--- config.mk ---
export PLATFORM = sky130hd
export DESIGN_NAME = axis_loopback
export DESIGN_NICKNAME = d
export VERILOG_FILES = /design/src/hdl/axis_pkg.sv /design/src/hdl/axis_loopback.sv /design/src/hdl/axis_stream_slave.sv /design/src/hdl/axis_stream_fifo.sv /design/src/hdl/axis_stream_master.sv
export SDC_FILE = /design/constraint.sdc
export NUM_CORES = 1
export LEC_CHECK = 0
export ABC_AREA = 1
export CAP_MARGIN = 20
export CORE_ASPECT_RATIO = 1.1
export CORE_MARGIN = 5
export CORE_UTILIZATION = 60
export CTS_BUF_LIST = sky130_fd_sc_hd__clkbuf_8 sky130_fd_sc_hd__clkbuf_16
export DETAILED_ROUTE_END_ITERATION = 7
export DONT_BUFFER_PORTS = 1
export GPL_TIMING_DRIVEN = 0
export HOLD_SLACK_MARGIN = 0.02
export PLACE_DENSITY = 0.76
export SLEW_MARGIN = 30
export SYNTH_ARGS = -nofsm -noshare
export SYNTH_HDL_FRONTEND = slang
export SYNTH_SLANG_ARGS = --single-unit
export TNS_END_PERCENT = 50
--- constraint.sdc ---
create_clock -name m00_axis_aclk -period 8 [get_ports m00_axis_aclk]
set_input_delay 2 -clock m00_axis_aclk [delete_from_list [all_inputs] [get_ports m00_axis_aclk]]
set_output_delay 2 -clock m00_axis_aclk [all_outputs]
set_load 0.05 [all_outputs]
--- src/hdl/axis_pkg.sv ---
package axis_pkg;

	localparam int DATA_WIDTH = 32;
	localparam int FRAME_WORDS = 4; // tlast on the last of these
	localparam int FIFO_DEPTH = 16;

	localparam int PTR_WIDTH = $clog2(FIFO_DEPTH);
	localparam int FRAME_CNT_WIDTH = $clog2(FRAME_WORDS);

	typedef logic [DATA_WIDTH-1:0] word_t;
	typedef logic [PTR_WIDTH-1:0] fifo_ptr_t;
	typedef logic [PTR_WIDTH:0] fifo_count_t; // 0 .. FIFO_DEPTH
	typedef logic [FRAME_CNT_WIDTH-1:0] frame_count_t;

	// index of the word that carries tlast
	localparam frame_count_t LAST_IDX = frame_count_t'(FRAME_WORDS - 1);

	localparam fifo_count_t FIFO_FULL = fifo_count_t'(FIFO_DEPTH);
	localparam fifo_ptr_t PTR_LAST = fifo_ptr_t'(FIFO_DEPTH - 1);

endpackage
--- src/hdl/axis_loopback.sv ---
`timescale 1ns/1ns

module axis_loopback
	import axis_pkg::*;
(
	input  logic  m00_axis_aclk,
	input  logic  reset,

	input  logic  wen,
	input  word_t wdata,

	input  logic  ren,
	output word_t rdata,
	output logic  rvalid,
	output logic  r_ready,

	output logic  error_full,
	output logic  error_empty,
	output logic  error_frame
);

	// master to fifo
	logic  m_tvalid;
	word_t m_tdata;
	logic  m_tlast;
	logic  m_tready;

	// fifo to slave
	logic  s_tvalid;
	word_t s_tdata;
	logic  s_tlast;
	logic  s_tready;

	axis_stream_master u_master (
		.m00_axis_aclk(m00_axis_aclk),
		.reset(reset),
		.wen(wen),
		.wdata(wdata),
		.m_tvalid(m_tvalid),
		.m_tdata(m_tdata),
		.m_tlast(m_tlast),
		.m_tready(m_tready),
		.error_full(error_full)
	);

	axis_stream_fifo u_fifo (
		.m00_axis_aclk(m00_axis_aclk),
		.reset(reset),
		.in_tvalid(m_tvalid),
		.in_tdata(m_tdata),
		.in_tlast(m_tlast),
		.in_tready(m_tready),
		.out_tvalid(s_tvalid),
		.out_tdata(s_tdata),
		.out_tlast(s_tlast),
		.out_tready(s_tready)
	);

	axis_stream_slave u_slave (
		.m00_axis_aclk(m00_axis_aclk),
		.reset(reset),
		.s_tvalid(s_tvalid),
		.s_tdata(s_tdata),
		.s_tlast(s_tlast),
		.s_tready(s_tready),
		.ren(ren),
		.rdata(rdata),
		.rvalid(rvalid),
		.r_ready(r_ready),
		.error_empty(error_empty),
		.error_frame(error_frame)
	);

endmodule

--- src/hdl/axis_stream_slave.sv ---
`timescale 1ns/1ns

module axis_stream_slave
	import axis_pkg::*;
(
	input  logic  m00_axis_aclk,
	input  logic  reset,

	input  logic  s_tvalid,
	input  word_t s_tdata,
	input  logic  s_tlast,
	output logic  s_tready,

	input  logic  ren,
	output word_t rdata,
	output logic  rvalid,
	output logic  r_ready,

	output logic  error_empty,
	output logic  error_frame
);

	word_t held_data;
	logic held;
	frame_count_t recv_count;
	logic take;
	logic serve;
	logic expect_last;

	// the held word may be replaced on the edge that reads it
	assign s_tready = ~held | ren;
	assign r_ready = held;

	assign take = s_tvalid & s_tready;
	assign serve = ren & held;
	assign expect_last = (recv_count == LAST_IDX);

	always_ff @(posedge m00_axis_aclk) begin
		if (reset) begin
			held <= 1'b0;
			recv_count <= '0;
			rvalid <= 1'b0;
			error_empty <= 1'b0;
			error_frame <= 1'b0;
		end else begin
			rvalid <= serve;
			error_empty <= ren & ~held;
			error_frame <= take & (s_tlast != expect_last);

			if (take)
				held <= 1'b1;
			else if (serve)
				held <= 1'b0;

			if (take)
				recv_count <= expect_last ? '0 : recv_count + 1'b1; // own count, not tlast
		end
	end

	always_ff @(posedge m00_axis_aclk) begin
		if (take)
			held_data <= s_tdata;
		if (serve)
			rdata <= held_data; // old word, take above lands on the same edge
	end

	a_read_excl: assert property (@(posedge m00_axis_aclk) disable iff (reset)
		!(rvalid && error_empty));

endmodule

--- src/hdl/axis_stream_fifo.sv ---
`timescale 1ns/1ns

module axis_stream_fifo
	import axis_pkg::*;
(
	input  logic  m00_axis_aclk,
	input  logic  reset,

	input  logic  in_tvalid,
	input  word_t in_tdata,
	input  logic  in_tlast,
	output logic  in_tready,

	output logic  out_tvalid,
	output word_t out_tdata,
	output logic  out_tlast,
	input  logic  out_tready
);

	word_t mem_data [FIFO_DEPTH];
	logic  mem_last [FIFO_DEPTH];

	fifo_ptr_t wr_ptr;
	fifo_ptr_t rd_ptr;
	fifo_count_t count;
	logic push;
	logic pop;

	function automatic fifo_ptr_t ptr_inc(input fifo_ptr_t p);
		return (p == PTR_LAST) ? '0 : p + 1'b1;
	endfunction

	assign in_tready = (count < FIFO_FULL);
	assign out_tvalid = (count != '0);
	assign push = in_tvalid & in_tready;
	assign pop = out_tvalid & out_tready;

	// head entry is read straight from the array
	assign out_tdata = mem_data[rd_ptr];
	assign out_tlast = mem_last[rd_ptr];

	always_ff @(posedge m00_axis_aclk) begin
		if (push) begin
			mem_data[wr_ptr] <= in_tdata;
			mem_last[wr_ptr] <= in_tlast;
		end
	end

	always_ff @(posedge m00_axis_aclk) begin
		if (reset) begin
			wr_ptr <= '0;
			rd_ptr <= '0;
			count <= '0;
		end else begin
			if (push)
				wr_ptr <= ptr_inc(wr_ptr);
			if (pop)
				rd_ptr <= ptr_inc(rd_ptr);

			case ({push, pop})
				2'b10: count <= count + 1'b1;
				2'b01: count <= count - 1'b1;
				default: count <= count; // idle, or one in and one out
			endcase
		end
	end

	a_count_range: assert property (@(posedge m00_axis_aclk) disable iff (reset)
		count <= FIFO_FULL);

	// at full the pointers meet and nothing may be pushed over the head
	a_no_write_full: assert property (@(posedge m00_axis_aclk) disable iff (reset)
		count == FIFO_FULL |-> wr_ptr == rd_ptr && !push);

endmodule

--- src/hdl/axis_stream_master.sv ---
`timescale 1ns/1ns

module axis_stream_master
	import axis_pkg::*;
(
	input  logic  m00_axis_aclk,
	input  logic  reset,

	input  logic  wen,
	input  word_t wdata,

	output logic  m_tvalid,
	output word_t m_tdata,
	output logic  m_tlast,
	input  logic  m_tready,

	output logic  error_full
);

	frame_count_t sent_count; // words already sent in the current frame
	logic xfer;
	logic accept;

	assign xfer = m_tvalid & m_tready;

	// room if empty, or the held word leaves on this edge
	assign accept = wen & (~m_tvalid | m_tready);

	// sent_count only moves on a transfer, so tlast stays put while waiting
	assign m_tlast = (sent_count == LAST_IDX);

	always_ff @(posedge m00_axis_aclk) begin
		if (reset) begin
			m_tvalid <= 1'b0;
			sent_count <= '0;
			error_full <= 1'b0;
		end else begin
			error_full <= wen & ~accept; // word dropped
			if (accept)
				m_tvalid <= 1'b1;
			else if (xfer)
				m_tvalid <= 1'b0;

			if (xfer)
				sent_count <= m_tlast ? '0 : sent_count + 1'b1;
		end
	end

	always_ff @(posedge m00_axis_aclk) begin
		if (accept)
			m_tdata <= wdata;
	end

	// a stalled beat must not change under the receiver
	a_stall_stable: assert property (@(posedge m00_axis_aclk) disable iff (reset)
		m_tvalid && !m_tready |=> m_tvalid && $stable(m_tdata) && $stable(m_tlast));

endmodule

Word-level counts from Yosys, hierarchy flattened
Memory sizes are Yosys's and may differ from the RTL's. A register that Yosys moved wholly into a read port is not among the register bits.
Cells that the tools add are included.
{"block": "word_totals", "register_bits": 87, "ram_bits": 528, "memories": 2}
{"name": "u_fifo.mem_data", "words": 16, "width": 32, "rd": 1, "rd_clocked_by_memory_dff": 1, "write_ports": 1, "line": "axis_stream_fifo.sv:20", "text": "word_t mem_data [FIFO_DEPTH];"}
{"name": "u_fifo.mem_last", "words": 16, "width": 1, "rd": 1, "rd_clocked_by_memory_dff": 1, "write_ports": 1, "line": "axis_stream_fifo.sv:21", "text": "logic mem_last [FIFO_DEPTH];"}
{"block": "classes", "add_sub_neg": 6, "n_lt_le_gt_ge": 1, "eq_ne": 7, "muxes": 13, "bitwise": 12, "reduce_logical": 4}
{"op": "$mux 4", "n": 4}
{"op": "$pmux 5 s2", "n": 1}
{"op": "$add 4x1->4 const B", "n": 2}
{"op": "$eq 4x4->1 const B", "n": 2}
{"op": "$and 1x1->1", "n": 7}
{"op": "$eq 2x2->1 const B", "n": 3}
{"op": "$mux 1", "n": 6}
{"op": "$reduce_bool 2->1", "n": 3}
{"op": "$add 5x1->5 const B", "n": 1}
{"op": "$lt 5x5->1 const B", "n": 1}
{"op": "$reduce_bool 5->1", "n": 1}
{"op": "$sub 5x1->5 const B", "n": 1}
{"op": "$add 2x1->2 const B", "n": 2}
{"op": "$mux 2", "n": 2}
{"op": "$not 1->1", "n": 3}
{"op": "$eq 2x1->1 const B", "n": 1}
{"op": "$or 1x1->1", "n": 2}
{"op": "$ne 1x1->1", "n": 1}

Longest topological paths before layout
Gate-level depths: netlist of run 1.
{"block": "depth", "ltp_word": 5, "mapped_depth": 15, "ltp_nobuf": 15}

By module
From an unflattened synthesis of run 1, not the netlist that was laid out.
{"block": "unflattened", "cells_unflattened": 1954, "area_unflattened_um2": 25709.7}
{"module": "axis_stream_fifo", "instances": 1, "cells_per_inst": 1804, "area_each_um2": 22387.7}
{"module": "axis_stream_slave", "instances": 1, "cells_per_inst": 94, "area_each_um2": 2190.9}
{"module": "axis_stream_master", "instances": 1, "cells_per_inst": 56, "area_each_um2": 1131.1}

Worst setup path before layout of run 1
Ideal clock, no wire load.
{"block": "synth_timing", "path_type": "in2reg", "from": "in ren", "to": "reg u_fifo.count[4]", "setup_ns": 0.071, "arrival_ns": 4.271, "t_required_ns": 7.929, "setup_slack_ns": 3.658, "cell_stages": 15, "n_path_buf": 0, "path_cell_list": "inv_1 > nand2_1 > nand2_1 > inv_1 > ha_1 > xor2_1 > ha_1 > inv_1 > nand2_1 > nand3_1 > nand2_1 > nand2_1 > nand2_1 > nand2_1 > a21oi_1"}
{"block": "synth_via", "elab_chain_cells": 4, "elab_cells_between_ends": 6, "cone_classes": "2 x eq/ne; 1 x mux; 2 x bitwise; 1 x reduce/logical"}
{"item": "from (decl)", "line": "axis_loopback.sv:12", "text": "input logic ren,"}
{"item": "$or 1x1->1 (*)", "line": "axis_stream_slave.sv:31", "text": "assign s_tready = ~held | ren;"}
{"item": "$and 1x1->1 (*)", "line": "axis_stream_fifo.sv:36", "text": "assign pop = out_tvalid & out_tready;"}
{"item": "named net u_fifo.pop", "line": "axis_stream_fifo.sv:27", "text": "logic pop;"}
{"item": "$eq 2x1->1 or $eq 2x2->1 (tied branches)", "line": "axis_stream_fifo.sv:60", "text": "case ({push, pop})"}
{"item": "$pmux 5 s2 or $reduce_bool 2->1 (tied branches)"}
{"item": "to (signal assigned)", "line": "axis_stream_fifo.sv:61", "text": "2'b10: count <= count + 1'b1;"}
{"item": "to (signal assigned)", "line": "axis_stream_fifo.sv:62", "text": "2'b01: count <= count - 1'b1;"}
{"item": "to (signal assigned)", "line": "axis_stream_fifo.sv:63", "text": "default: count <= count;"}
{"item": "to (decl)", "line": "axis_stream_fifo.sv:25", "text": "fifo_count_t count;"}
The timed path passes the listed nets; every way through them passes the cells marked *.
A chain may end at the register's enable or synchronous reset.

Final worst setup path of run 1
Ends and elaborated chain as after synthesis.

==> impl_results.html, run 1 <==
<table>
<tr><th>Metric</th><th>Value</th></tr>
<tr><th colspan="2">Pwr</th></tr>
<tr><td>Overall power of the completed layout</td><td>9.572 mW</td></tr>
<tr><td>Power per cell area</td><td>around 340 mW/mm^2</td></tr>
<tr><td>Maximum vdd ir drop</td><td>0.2084 mV</td></tr>
<tr><td>Leakage power figure</td><td>9.220 nW</td></tr>
<tr><th colspan="2">Global route</th></tr>
<tr><td>Number of global-route vias before repair</td><td>15620</td></tr>
<tr><td>Antenna violations before repair</td><td>0</td></tr>
<tr><td>First-pass GRT wire length</td><td>between 90000 and 100000 um</td></tr>
<tr><td>Total routing resource utilization after global routing</td><td>0.2802</td></tr>
<tr><td>Final global-route overflow total</td><td>0</td></tr>
<tr><td>Maximum number of pins on one net before global-route repair</td><td>41</td></tr>
<tr><th colspan="2">Floorplanning</th></tr>
<tr><td>Die outline width</td><td>203.1 um</td></tr>
<tr><td>Die area</td><td>between 0.04 and 0.05 mm^2</td></tr>
<tr><td>Initial Util</td><td>0.6098</td></tr>
<tr><td>FP Rows</td><td>77</td></tr>
<tr><td>Placeable core area</td><td>0.04037 mm^2</td></tr>
<tr><td>Ports</td><td>between 70 and 80</td></tr>
<tr><td>Die boundary height</td><td>about 220 um</td></tr>
<tr><th colspan="2">Routing</th></tr>
<tr><td>Amount of wire on met3 after detailed routing</td><td>between 6000 and 7000 um</td></tr>
<tr><td>Wire length the detailed router placed on met1</td><td>roughly 23000 um</td></tr>
<tr><td>Highest metal layer used by the detailed router</td><td>met4</td></tr>
<tr><td>1st-iter DRT viols</td><td>approximately 2200</td></tr>
<tr><td>Final wirelength</td><td>~64000 um</td></tr>
<tr><td>Number of antenna-violating nets in the routed design</td><td>0</td></tr>
<tr><td>DRC errors left</td><td>0</td></tr>
<tr><td>Total number of vias</td><td>~16000</td></tr>
<tr><td>Drt pass-1 iters</td><td>6</td></tr>
<tr><td>Routed wl met2</td><td>just over 30000 um</td></tr>
<tr><td>Via/cell ratio</td><td>6.541</td></tr>
<tr><td>Wire length per cell after detailed routing</td><td>between 20 and 30 um</td></tr>
<tr><th colspan="2">Setup path</th></tr>
<tr><td>Number of buffers and inverters on the critical path</td><td>3</td></tr>
<tr><td>Peak per-stage delay on the critical path</td><td>approximately 0.63 ns</td></tr>
<tr><td>Category of the critical setup timing path</td><td>in2reg</td></tr>
<tr><td>Required @ worst endpoint</td><td>approximately 8.5 ns</td></tr>
<tr><td>Arrival @ worst endpoint</td><td>between 4 and 5 ns</td></tr>
<tr><td>Setup crit start kind</td><td>primary input</td></tr>
<tr><td>Critical-path cell list</td><td>inv_1, nand2_1, nand2_1, inv_4, ha_1, xor2_1, ha_1, inv_1, nand2_1, nand3_1, nand2_1, nand2_1, nand2_1, nand2_1, a21oi_1</td></tr>
<tr><td>CP delay by family, top</td><td>simple AND/OR/NAND/NOR gates</td></tr>
<tr><td>Worst Path Max Fanout</td><td>40</td></tr>
<tr><td>Kind of capture point of the worst setup path</td><td>flop</td></tr>
<tr><td>Cell with the largest stage delay on the worst path</td><td>sky130_fd_sc_hd__inv_4</td></tr>
<tr><td>Most used cell, CP</td><td>sky130_fd_sc_hd__nand2_1</td></tr>
<tr><th colspan="2">Timing</th></tr>
<tr><td>Worst-Margin Slew</td><td>0.8626 ns</td></tr>
<tr><td>Final Setup Violations</td><td>0</td></tr>
<tr><td>Unrepaired setup endpoints after global routing</td><td>no</td></tr>
<tr><td>Max_slew headroom</td><td>0.4249</td></tr>
<tr><td>Number of hold violations in the final report</td><td>0</td></tr>
<tr><td>Maximum clock frequency</td><td>257.1 MHz</td></tr>
<tr><td>Max-slew violations</td><td>0</td></tr>
<tr><td>Time the final worst path needs with I/O delays and setup</td><td>roughly 3.9 ns</td></tr>
<tr><td>Worst clock skew</td><td>between 0.015 and 0.02 ns</td></tr>
<tr><td>Setup TNS after final layout</td><td>0 ns</td></tr>
<tr><td>Period utilisation layout</td><td>0.4862</td></tr>
<tr><th colspan="2">Run status</th></tr>
<tr><td>Status</td><td>finished clean</td></tr>
<tr><th colspan="2">Logic synthesis</th></tr>
<tr><td>Synthesized net count</td><td>1804</td></tr>
<tr><td>Cell variety after synth</td><td>29</td></tr>
<tr><td>Number of enable-type register cells in the synthesized netlist</td><td>624</td></tr>
<tr><td>Sequential share of the synthesized area</td><td>0.7832</td></tr>
<tr><td>Top FF cell, synth</td><td>sky130_fd_sc_hd__edfxtp_1</td></tr>
<tr><td>Count of mapped cells out of synthesis</td><td>approximately 1800</td></tr>
<tr><td>FF+latch count, synth</td><td>around 650</td></tr>
<tr><td>Synthesis warning total</td><td>0</td></tr>
<tr><td>Synthesized area</td><td>0.02461 mm^2</td></tr>
<tr><td>Fraction of registers with async set or reset after synthesis</td><td>0</td></tr>
<tr><td>Avg Cell Area, Syn</td><td>14.01 um^2</td></tr>
<tr><th colspan="2">Place</th></tr>
<tr><td>Half-perimeter wire length after placement</td><td>between 40000 and 50000 um</td></tr>
<tr><td>Quantity of I/O buffers inserted on ports</td><td>0</td></tr>
<tr><td>Gpl congestion</td><td>around 0.88</td></tr>
<tr><th colspan="2">Clocking</th></tr>
<tr><td>Root buffer cell</td><td>sky130_fd_sc_hd__clkbuf_16</td></tr>
<tr><td>Hold bufs inserted after CTS</td><td>0</td></tr>
<tr><td>Max H-tree Level</td><td>2</td></tr>
<tr><td>Clock transition at the register clock pins on the worst setup and hold paths after CTS</td><td>roughly 0.060 ns</td></tr>
<tr><td>Clock buffer count from CTS</td><td>59</td></tr>
<tr><td>CTS tree</td><td>done</td></tr>
<tr><td>Buffer depth of the longest clock path</td><td>3</td></tr>
<tr><td>Clock Sink Count</td><td>between 600 and 700</td></tr>
<tr><td>Number of cells upsized or downsized after cts</td><td>0</td></tr>
<tr><td>Clock latency at the later pin of the worst-skew pair</td><td>between 0.6 and 0.7 ns</td></tr>
<tr><td>Buffer count from post-CTS setup fixing</td><td>0</td></tr>
<tr><th colspan="2">Min path</th></tr>
<tr><td>Class of the worst hold path</td><td>reg2reg</td></tr>
<tr><th colspan="2">Final layout</th></tr>
<tr><td>Total Nets Final</td><td>approximately 1900</td></tr>
<tr><td>Post-layout utilization of the core</td><td>0.6956</td></tr>
<tr><td>Share of post-route cells with drive strength above 1</td><td>0.09355</td></tr>
<tr><td>Area grow syn2layout</td><td>14.08%</td></tr>
<tr><th colspan="2">Job</th></tr>
<tr><td># Max-Cap Violations</td><td>0</td></tr>
</table>
[layout by cell type, fill, tap and decap left out, drive strengths merged]
master and n:
dfxtp 27, diode 1, xor2 4, nor2 321, nor3 6, o211ai 32
a211oi 1, o221ai 32, buf 66, inv 47, clkinvlp 9, clkbuf 122
o21ai 284, edfxtp 624, nand3 68, a21oi 11, ha 11, nand2 121
a21boi 1, nor4 1, o21bai 1, o22ai 64, clkinv 26, o211a 2
bufinv 11
[metrics by stage]
step	setup slack, ns	cell area [um^2]	hold slack (ns)	instances
detailed placement	3.494	26020	0.4045	2294
floorplan	3.658	24610	0.4003	1757
CTS	4.107	28080	0.4200	2405
global route	3.865	28080	0.4226	2405
global placement	2.302	25260	0.4011	2270
finish	4.111	28080	0.4159	2406
[logic make-up after synthesis]
group | count (synthesis) | synth area share
AND/OR/NAND/NOR | 517 | 0.08280
AO/OA/AOI/OAI | 428 | 0.09912
adder cells (fa/ha/maj) | 11 | 0.005591
buffers and inverters | 146 | 0.02786
flip-flops | 651 | 0.7832
XOR/XNOR | 4 | 0.001423
[final timing paths]
check / startpoint / endpoint / slack, ns / cells past startpoint
worst max-delay path: ren / u_fifo.count[4] / 4.11 / 15
worst min-delay path: u_slave.held_data[24] / u_slave.rdata[24] / 0.42 / 0
worst min register to register: u_slave.held_data[24] / u_slave.rdata[24] / 0.42 / 0
worst max register to register: u_slave.r_ready / u_fifo.count[4] / 4.93 / 14
[synth_stat cells (3+ instances only)]
| cell | count | area (um^2) |
|---|---|---|
| sky130_fd_sc_hd__edfxtp_1 | 624 | 18740 |
| sky130_fd_sc_hd__nor2_1 | 321 | 1205 |
| sky130_fd_sc_hd__o21ai_0 | 246 | 1231 |
| sky130_fd_sc_hd__nand2_1 | 120 | 450.4 |
| sky130_fd_sc_hd__nand3_1 | 68 | 340.3 |
| sky130_fd_sc_hd__o22ai_1 | 64 | 400.4 |
| sky130_fd_sc_hd__clkbuf_1 | 61 | 229.0 |
| sky130_fd_sc_hd__inv_1 | 39 | 146.4 |
| sky130_fd_sc_hd__o21ai_1 | 38 | 190.2 |
| sky130_fd_sc_hd__o211ai_1 | 32 | 240.2 |
| sky130_fd_sc_hd__o221ai_1 | 32 | 280.3 |
| sky130_fd_sc_hd__dfxtp_1 | 27 | 540.5 |
| sky130_fd_sc_hd__buf_2 | 26 | 130.1 |
| sky130_fd_sc_hd__a21oi_1 | 11 | 55.05 |
| sky130_fd_sc_hd__buf_6 | 11 | 123.9 |
| sky130_fd_sc_hd__ha_1 | 11 | 137.6 |
| sky130_fd_sc_hd__nor3_1 | 6 | 30.03 |
| sky130_fd_sc_hd__xor2_1 | 4 | 35.03 |
| sky130_fd_sc_hd__buf_4 | 3 | 22.52 |
[layout make-up]
| type | instances | area (um^2) |
|---|---|---|
| clock buffers | 61 | 1526 |
| fillers | 2479 | 12290 |
| clock inverters | 50 | 533.0 |
| flip-flops and latches | 651 | 19280 |
| inverters | 43 | 163.9 |
| plain buffers | 103 | 524.3 |
| multi-input cells | 960 | 4782 |
| repair buffers | 24 | 628.1 |
| well taps | 513 | 641.9 |
| diodes | 1 | 2.502 |
[registers in the layout, indices dropped and copies added, names as in the netlist, 2 cells and up, named ones only]
name	flops
u_fifo.wr_ptr	4
u_fifo.mem_data	512
u_slave.held_data	32
u_master.sent_count	2
u_fifo.mem_last	16
u_master.m_tdata	32
u_fifo.rd_ptr	4
u_slave.recv_count	2
u_slave.rdata	32
u_fifo.count	5
[where the power goes]
part	total [mW]	internal (mW)	switching, mW
Clock	2.97	1.74	1.24
Sequential	4.30	4.05	0.256
Combinational	2.29	0.620	1.67
Total	9.57	6.41	3.17
[routing by layer]
layer	GRT usage	vias to the layer above
met1	0.3757	7704
met4	0.1543	0
met3	0.04899	210
met5	0	-
li1	-	6687
met2	0.4427	1136
(Power assumes the default switching activity.)
==> run 2, diff against run 1 <==
--- a/config.mk
+++ b/config.mk
@@ -5,17 +5,17 @@
 export SDC_FILE = /design/constraint.sdc
 export NUM_CORES = 1
 export LEC_CHECK = 0
-export ABC_AREA = 1
+export ABC_AREA = 0
 export CAP_MARGIN = 20
 export CORE_ASPECT_RATIO = 1.1
 export CORE_MARGIN = 5
-export CORE_UTILIZATION = 60
+export CORE_UTILIZATION = 57
 export CTS_BUF_LIST = sky130_fd_sc_hd__clkbuf_8 sky130_fd_sc_hd__clkbuf_16
 export DETAILED_ROUTE_END_ITERATION = 7
 export DONT_BUFFER_PORTS = 1
 export GPL_TIMING_DRIVEN = 0
 export HOLD_SLACK_MARGIN = 0.02
-export PLACE_DENSITY = 0.76
+export PLACE_DENSITY = 0.75
 export SLEW_MARGIN = 30
 export SYNTH_ARGS = -nofsm -noshare
 export SYNTH_HDL_FRONTEND = slang
==> constraint.sdc (replaced) <==
create_clock -name m00_axis_aclk -period 3.3 [get_ports m00_axis_aclk]
set_input_delay 0.825 -clock m00_axis_aclk [delete_from_list [all_inputs] [get_ports m00_axis_aclk]]
set_output_delay 0.825 -clock m00_axis_aclk [all_outputs]
set_load 0.05 [all_outputs]
==> impl_results.html, run 2 <==
<table>
<tr><th>Metric</th><th>Value</th></tr>
<tr><th colspan="2">Logic synthesis</th></tr>
<tr><td>Top FF cell, synth</td><td>sky130_fd_sc_hd__edfxtp_1</td></tr>
<tr><td>Sequential share of the synthesized area</td><td>0.7928 (+0.009550)</td></tr>
<tr><td>Fraction of registers with async set or reset after synthesis</td><td>0 (unchanged)</td></tr>
<tr><td>Synthesized net count</td><td>1135 (-37%)</td></tr>
<tr><td>Count of mapped cells out of synthesis</td><td>1088 (-38%)</td></tr>
<tr><td>Synthesized area</td><td>0.02432 mm^2 (-1.2%)</td></tr>
<tr><td>Avg Cell Area, Syn</td><td>22.35 um^2 (+60%)</td></tr>
<tr><td>Top area cells in the synthesized netlist</td><td>sky130_fd_sc_hd__edfxtp_1 (77%), sky130_fd_sc_hd__mux4_2 (12%), sky130_fd_sc_hd__dfxtp_1 (2.2%)</td></tr>
<tr><td>FF+latch count, synth</td><td>651 (unchanged)</td></tr>
<tr><td>Number of enable-type register cells in the synthesized netlist</td><td>624 (unchanged)</td></tr>
<tr><td>Synthesis warning total</td><td>0 (unchanged)</td></tr>
<tr><td>Most repeated cell in the gate-level netlist after synthesis</td><td>sky130_fd_sc_hd__edfxtp_1</td></tr>
<tr><td>Cell taking the most area after synthesis</td><td>sky130_fd_sc_hd__edfxtp_1</td></tr>
<tr><td>Cell variety after synth</td><td>45 (+55%)</td></tr>
<tr><td>Commonest cells in the synthesized netlist</td><td>sky130_fd_sc_hd__edfxtp_1 (624), sky130_fd_sc_hd__mux4_2 (129), sky130_fd_sc_hd__a21oi_1 (46)</td></tr>
<tr><td>Top-area cell type share of the netlist area</td><td>0.7705 (+0.009283)</td></tr>
<tr><th colspan="2">Timing</th></tr>
<tr><td>Number of hold violations in the final report</td><td>0 (unchanged)</td></tr>
<tr><td>Max-slew violations</td><td>0 (unchanged)</td></tr>
<tr><td>Worst-case setup margin in the final layout</td><td>0.1896 ns (-3.921 ns)</td></tr>
<tr><td>Hold_ws</td><td>0.3039 ns (-0.1119 ns)</td></tr>
<tr><td>Unrepaired setup endpoints after global routing</td><td>no</td></tr>
<tr><td>Final Setup Violations</td><td>0 (unchanged)</td></tr>
<tr><td>Period utilisation layout</td><td>0.9425</td></tr>
<tr><td>Maximum clock frequency</td><td>roughly 320 MHz</td></tr>
<tr><td>Worst clock skew</td><td>0.02963 ns (+0.01034 ns)</td></tr>
<tr><td>Max_slew headroom</td><td>0.3538 (-0.07111)</td></tr>
<tr><td>Worst-Margin Slew</td><td>0.9693 ns (+0.1067 ns)</td></tr>
<tr><td>Time the final worst path needs with I/O delays and setup</td><td>slightly above 3 ns</td></tr>
<tr><th colspan="2">Run status</th></tr>
<tr><td>Status</td><td>finished clean</td></tr>
<tr><th colspan="2">Floorplanning</th></tr>
<tr><td>Ports</td><td>73 (unchanged)</td></tr>
<tr><td>FP Rows</td><td>79 (+2.6%)</td></tr>
<tr><td>Placeable core area</td><td>0.04231 mm^2 (+4.8%)</td></tr>
<tr><td>Die boundary height</td><td>226.6 um (+1.9%)</td></tr>
<tr><td>Die outline width</td><td>206.9 um (+1.9%)</td></tr>
<tr><td>Die area</td><td>0.04690 mm^2 (+3.8%)</td></tr>
<tr><td>Initial Util</td><td>0.5748 (-0.03494)</td></tr>
<tr><th colspan="2">Global route</th></tr>
<tr><td>Antenna violations before repair</td><td>1 (+1)</td></tr>
<tr><td>Maximum number of pins on one net before global-route repair</td><td>34 (-17%)</td></tr>
<tr><td>Total routing resource utilization after global routing</td><td>0.2166 (-0.06362)</td></tr>
<tr><td>Number of global-route vias before repair</td><td>11440 (-27%)</td></tr>
<tr><td>Final global-route overflow total</td><td>0 (unchanged)</td></tr>
<tr><td>First-pass GRT wire length</td><td>73900 um (-22%)</td></tr>
<tr><th colspan="2">Clocking</th></tr>
<tr><td>Root buffer cell</td><td>sky130_fd_sc_hd__clkbuf_16</td></tr>
<tr><td>Buffer depth of the longest clock path</td><td>3 (unchanged)</td></tr>
<tr><td>Hold bufs inserted after CTS</td><td>0 (unchanged)</td></tr>
<tr><td>Max H-tree Level</td><td>2 (unchanged)</td></tr>
<tr><td>Clock buffer count from CTS</td><td>60 (+1.7%)</td></tr>
<tr><td>Clock Sink Count</td><td>651 (unchanged)</td></tr>
<tr><td>Clock transition at the register clock pins on the worst setup and hold paths after CTS</td><td>0.07 ns (about the same)</td></tr>
<tr><td>CTS tree</td><td>done</td></tr>
<tr><td>Clock latency at the later pin of the worst-skew pair</td><td>0.62 ns (about the same)</td></tr>
<tr><th colspan="2">Pwr</th></tr>
<tr><td>Leakage power figure</td><td>8.477 nW (-8.1%)</td></tr>
<tr><td>Power per cell area</td><td>795.2 mW/mm^2 (+130%)</td></tr>
<tr><td>Maximum vdd ir drop</td><td>0.6406 mV (+210%)</td></tr>
<tr><td>Overall power of the completed layout</td><td>21.68 mW (+130%)</td></tr>
<tr><th colspan="2">Setup path</th></tr>
<tr><td>Required @ worst endpoint</td><td>3.84 ns (-4.69 ns)</td></tr>
<tr><td>First element of the critical path</td><td>u_fifo.count[2]</td></tr>
<tr><td>Arrival @ worst endpoint</td><td>3.65 ns (-0.77 ns)</td></tr>
<tr><td>Worst Path Max Fanout</td><td>13 (-68%)</td></tr>
<tr><td>Beginning of the worst register-to-register path</td><td>u_fifo.count[2]</td></tr>
<tr><td>Setup crit start kind</td><td>flop</td></tr>
<tr><td>Kind of capture point of the worst setup path</td><td>flop</td></tr>
<tr><td>Category of the critical setup timing path</td><td>reg2reg</td></tr>
<tr><th colspan="2">Place</th></tr>
<tr><td>Pre-CTS worst setup slack</td><td>-0.08985 ns (-3.584 ns)</td></tr>
<tr><td>Quantity of I/O buffers inserted on ports</td><td>0 (unchanged)</td></tr>
<tr><td>Half-perimeter wire length after placement</td><td>27670 um (-32%)</td></tr>
<tr><td>Gpl congestion</td><td>0.7573 (-14%)</td></tr>
<tr><th colspan="2">Final layout</th></tr>
<tr><td>Area of the multi-input gates</td><td>0.004777 mm^2 (-0.10%)</td></tr>
<tr><td>Fill count</td><td>2785 (+12%)</td></tr>
<tr><td>Most flop-heavy register</td><td>u_fifo.mem_data</td></tr>
<tr><td>Combined flip-flop and latch cell area</td><td>0.01928 mm^2 (unchanged)</td></tr>
<tr><td>Commonest non-fill, non-tap cell in the layout</td><td>sky130_fd_sc_hd__edfxtp_1</td></tr>
<tr><td>Share of post-route cells with drive strength above 1</td><td>0.2227 (+0.1291)</td></tr>
<tr><td>Top library cells by usage in the layout, fill and taps aside</td><td>sky130_fd_sc_hd__edfxtp_1 (624), sky130_fd_sc_hd__mux4_2 (129), sky130_fd_sc_hd__clkbuf_16 (61)</td></tr>
<tr><td>Area grow syn2layout</td><td>12.13%</td></tr>
<tr><td>Number of flip-flops under the largest register name</td><td>512 (unchanged)</td></tr>
<tr><td>Total Nets Final</td><td>1207 (-36%)</td></tr>
<tr><th colspan="2">Min path</th></tr>
<tr><td>Origin of the worst min-delay path</td><td>wdata[29]</td></tr>
<tr><td>Class of the worst hold path</td><td>in2reg</td></tr>
<tr><th colspan="2">Routing</th></tr>
<tr><td>Via/cell ratio</td><td>6.194 (-5.3%)</td></tr>
<tr><td>Total number of vias</td><td>11000 (-30%)</td></tr>
<tr><td>1st-iter DRT viols</td><td>942 (-57%)</td></tr>
<tr><td>Wire length per cell after detailed routing</td><td>27.64 um (+4.1%)</td></tr>
<tr><td>Final wirelength</td><td>49090 um (-23%)</td></tr>
<tr><td>Drt pass-1 iters</td><td>7 (+1)</td></tr>
<tr><td>Number of antenna-violating nets in the routed design</td><td>0 (unchanged)</td></tr>
<tr><td>DRC errors left</td><td>0 (unchanged)</td></tr>
<tr><th colspan="2">Job</th></tr>
<tr><td># Max-Cap Violations</td><td>0 (unchanged)</td></tr>
</table>
run 2: cells by family after synthesis:
family / share of synthesized area
buffers and inverters: 0.01281
AND/OR/NAND/NOR: 0.02305
XOR/XNOR: 0.002161
AO/OA/AOI/OAI: 0.02537
multiplexers: 0.1382
adder cells (fa/ha/maj): 0.005660
flip-flops: 0.7928
run 2: layer usage:
metal  up-vias  GRT usage  routed length, um
met3        70    0.04506               3317
met2       420     0.3673              25980
li1       4673          -                  -
met4         0    0.06099               1071
met5         -          0                  0
met1      5837     0.2905              18720
run 2: path summary, 6_finish.rpt:
| path | end | slack [ns] | cells after the start |
|---|---|---|---|
| min reg2reg | u_slave.rdata[1] | 0.40 | 0 |
| min | u_master.m_tdata[29] | 0.30 | 0 |
| max reg2reg | u_fifo.count[4] | 0.19 | 12 |
| max | u_fifo.count[4] | 0.19 | 12 |
run 2: report_power, final:
part | switching, mW | leakage [nW] | internal (mW) | total (mW)
clock network | 2.89 | 1.02 | 4.11 | 7.00
registers | 0.611 | 5.89 | 9.81 | 10.4
logic | 2.28 | 1.57 | 1.98 | 4.26
total | 5.78 | 8.48 | 15.9 | 21.7
run 2: through the flow:
stage          area (um^2)  instances    util  TNS [ns]
6_report             27270       1776  0.6446         0
5_1_grt              27270       1776  0.6446         0
4_1_cts              27250       1773  0.6442         0
3_5_place_dp         25250       1663  0.5968  -0.08985
3_3_place_gp         25030       1655  0.5916    -96.80
2_1_floorplan        24320       1088       -   -0.3619
run 2: critical path, cell delays in order (launching register included):
cell and delay, ns:
sky130_fd_sc_hd__dfxtp_1 0.29, sky130_fd_sc_hd__buf_2 0.16, sky130_fd_sc_hd__or4_4 0.56, sky130_fd_sc_hd__o21ai_4 0.22, sky130_fd_sc_hd__inv_4 0.13, sky130_fd_sc_hd__ha_1 0.22
sky130_fd_sc_hd__clkbuf_1 0.20, sky130_fd_sc_hd__xor2_1 0.19, sky130_fd_sc_hd__ha_1 0.18, sky130_fd_sc_hd__a21oi_1 0.07, sky130_fd_sc_hd__a221o_1 0.33, sky130_fd_sc_hd__a2111o_1 0.39
sky130_fd_sc_hd__o2111ai_1 0.07
run 2: layout make-up:
class / instances / share of cell area
repair buffers: 10 / 0.006883
clock inverters: 49 / 0.01734
clock buffers: 61 / 0.05598
inverters: 6 / 0.0009177
well taps: 567 / 0.02602
plain buffers: 54 / 0.01060
flip-flops and latches: 651 / 0.7070
diodes: 1 / 0.00009177
multi-input cells: 377 / 0.1752
run 2: what timing repair did:
item,CTS,global route
gates resized for setup,1,0
setup buffers,0,2
endpoints found under the setup margin,1,2
pin swaps,0,1
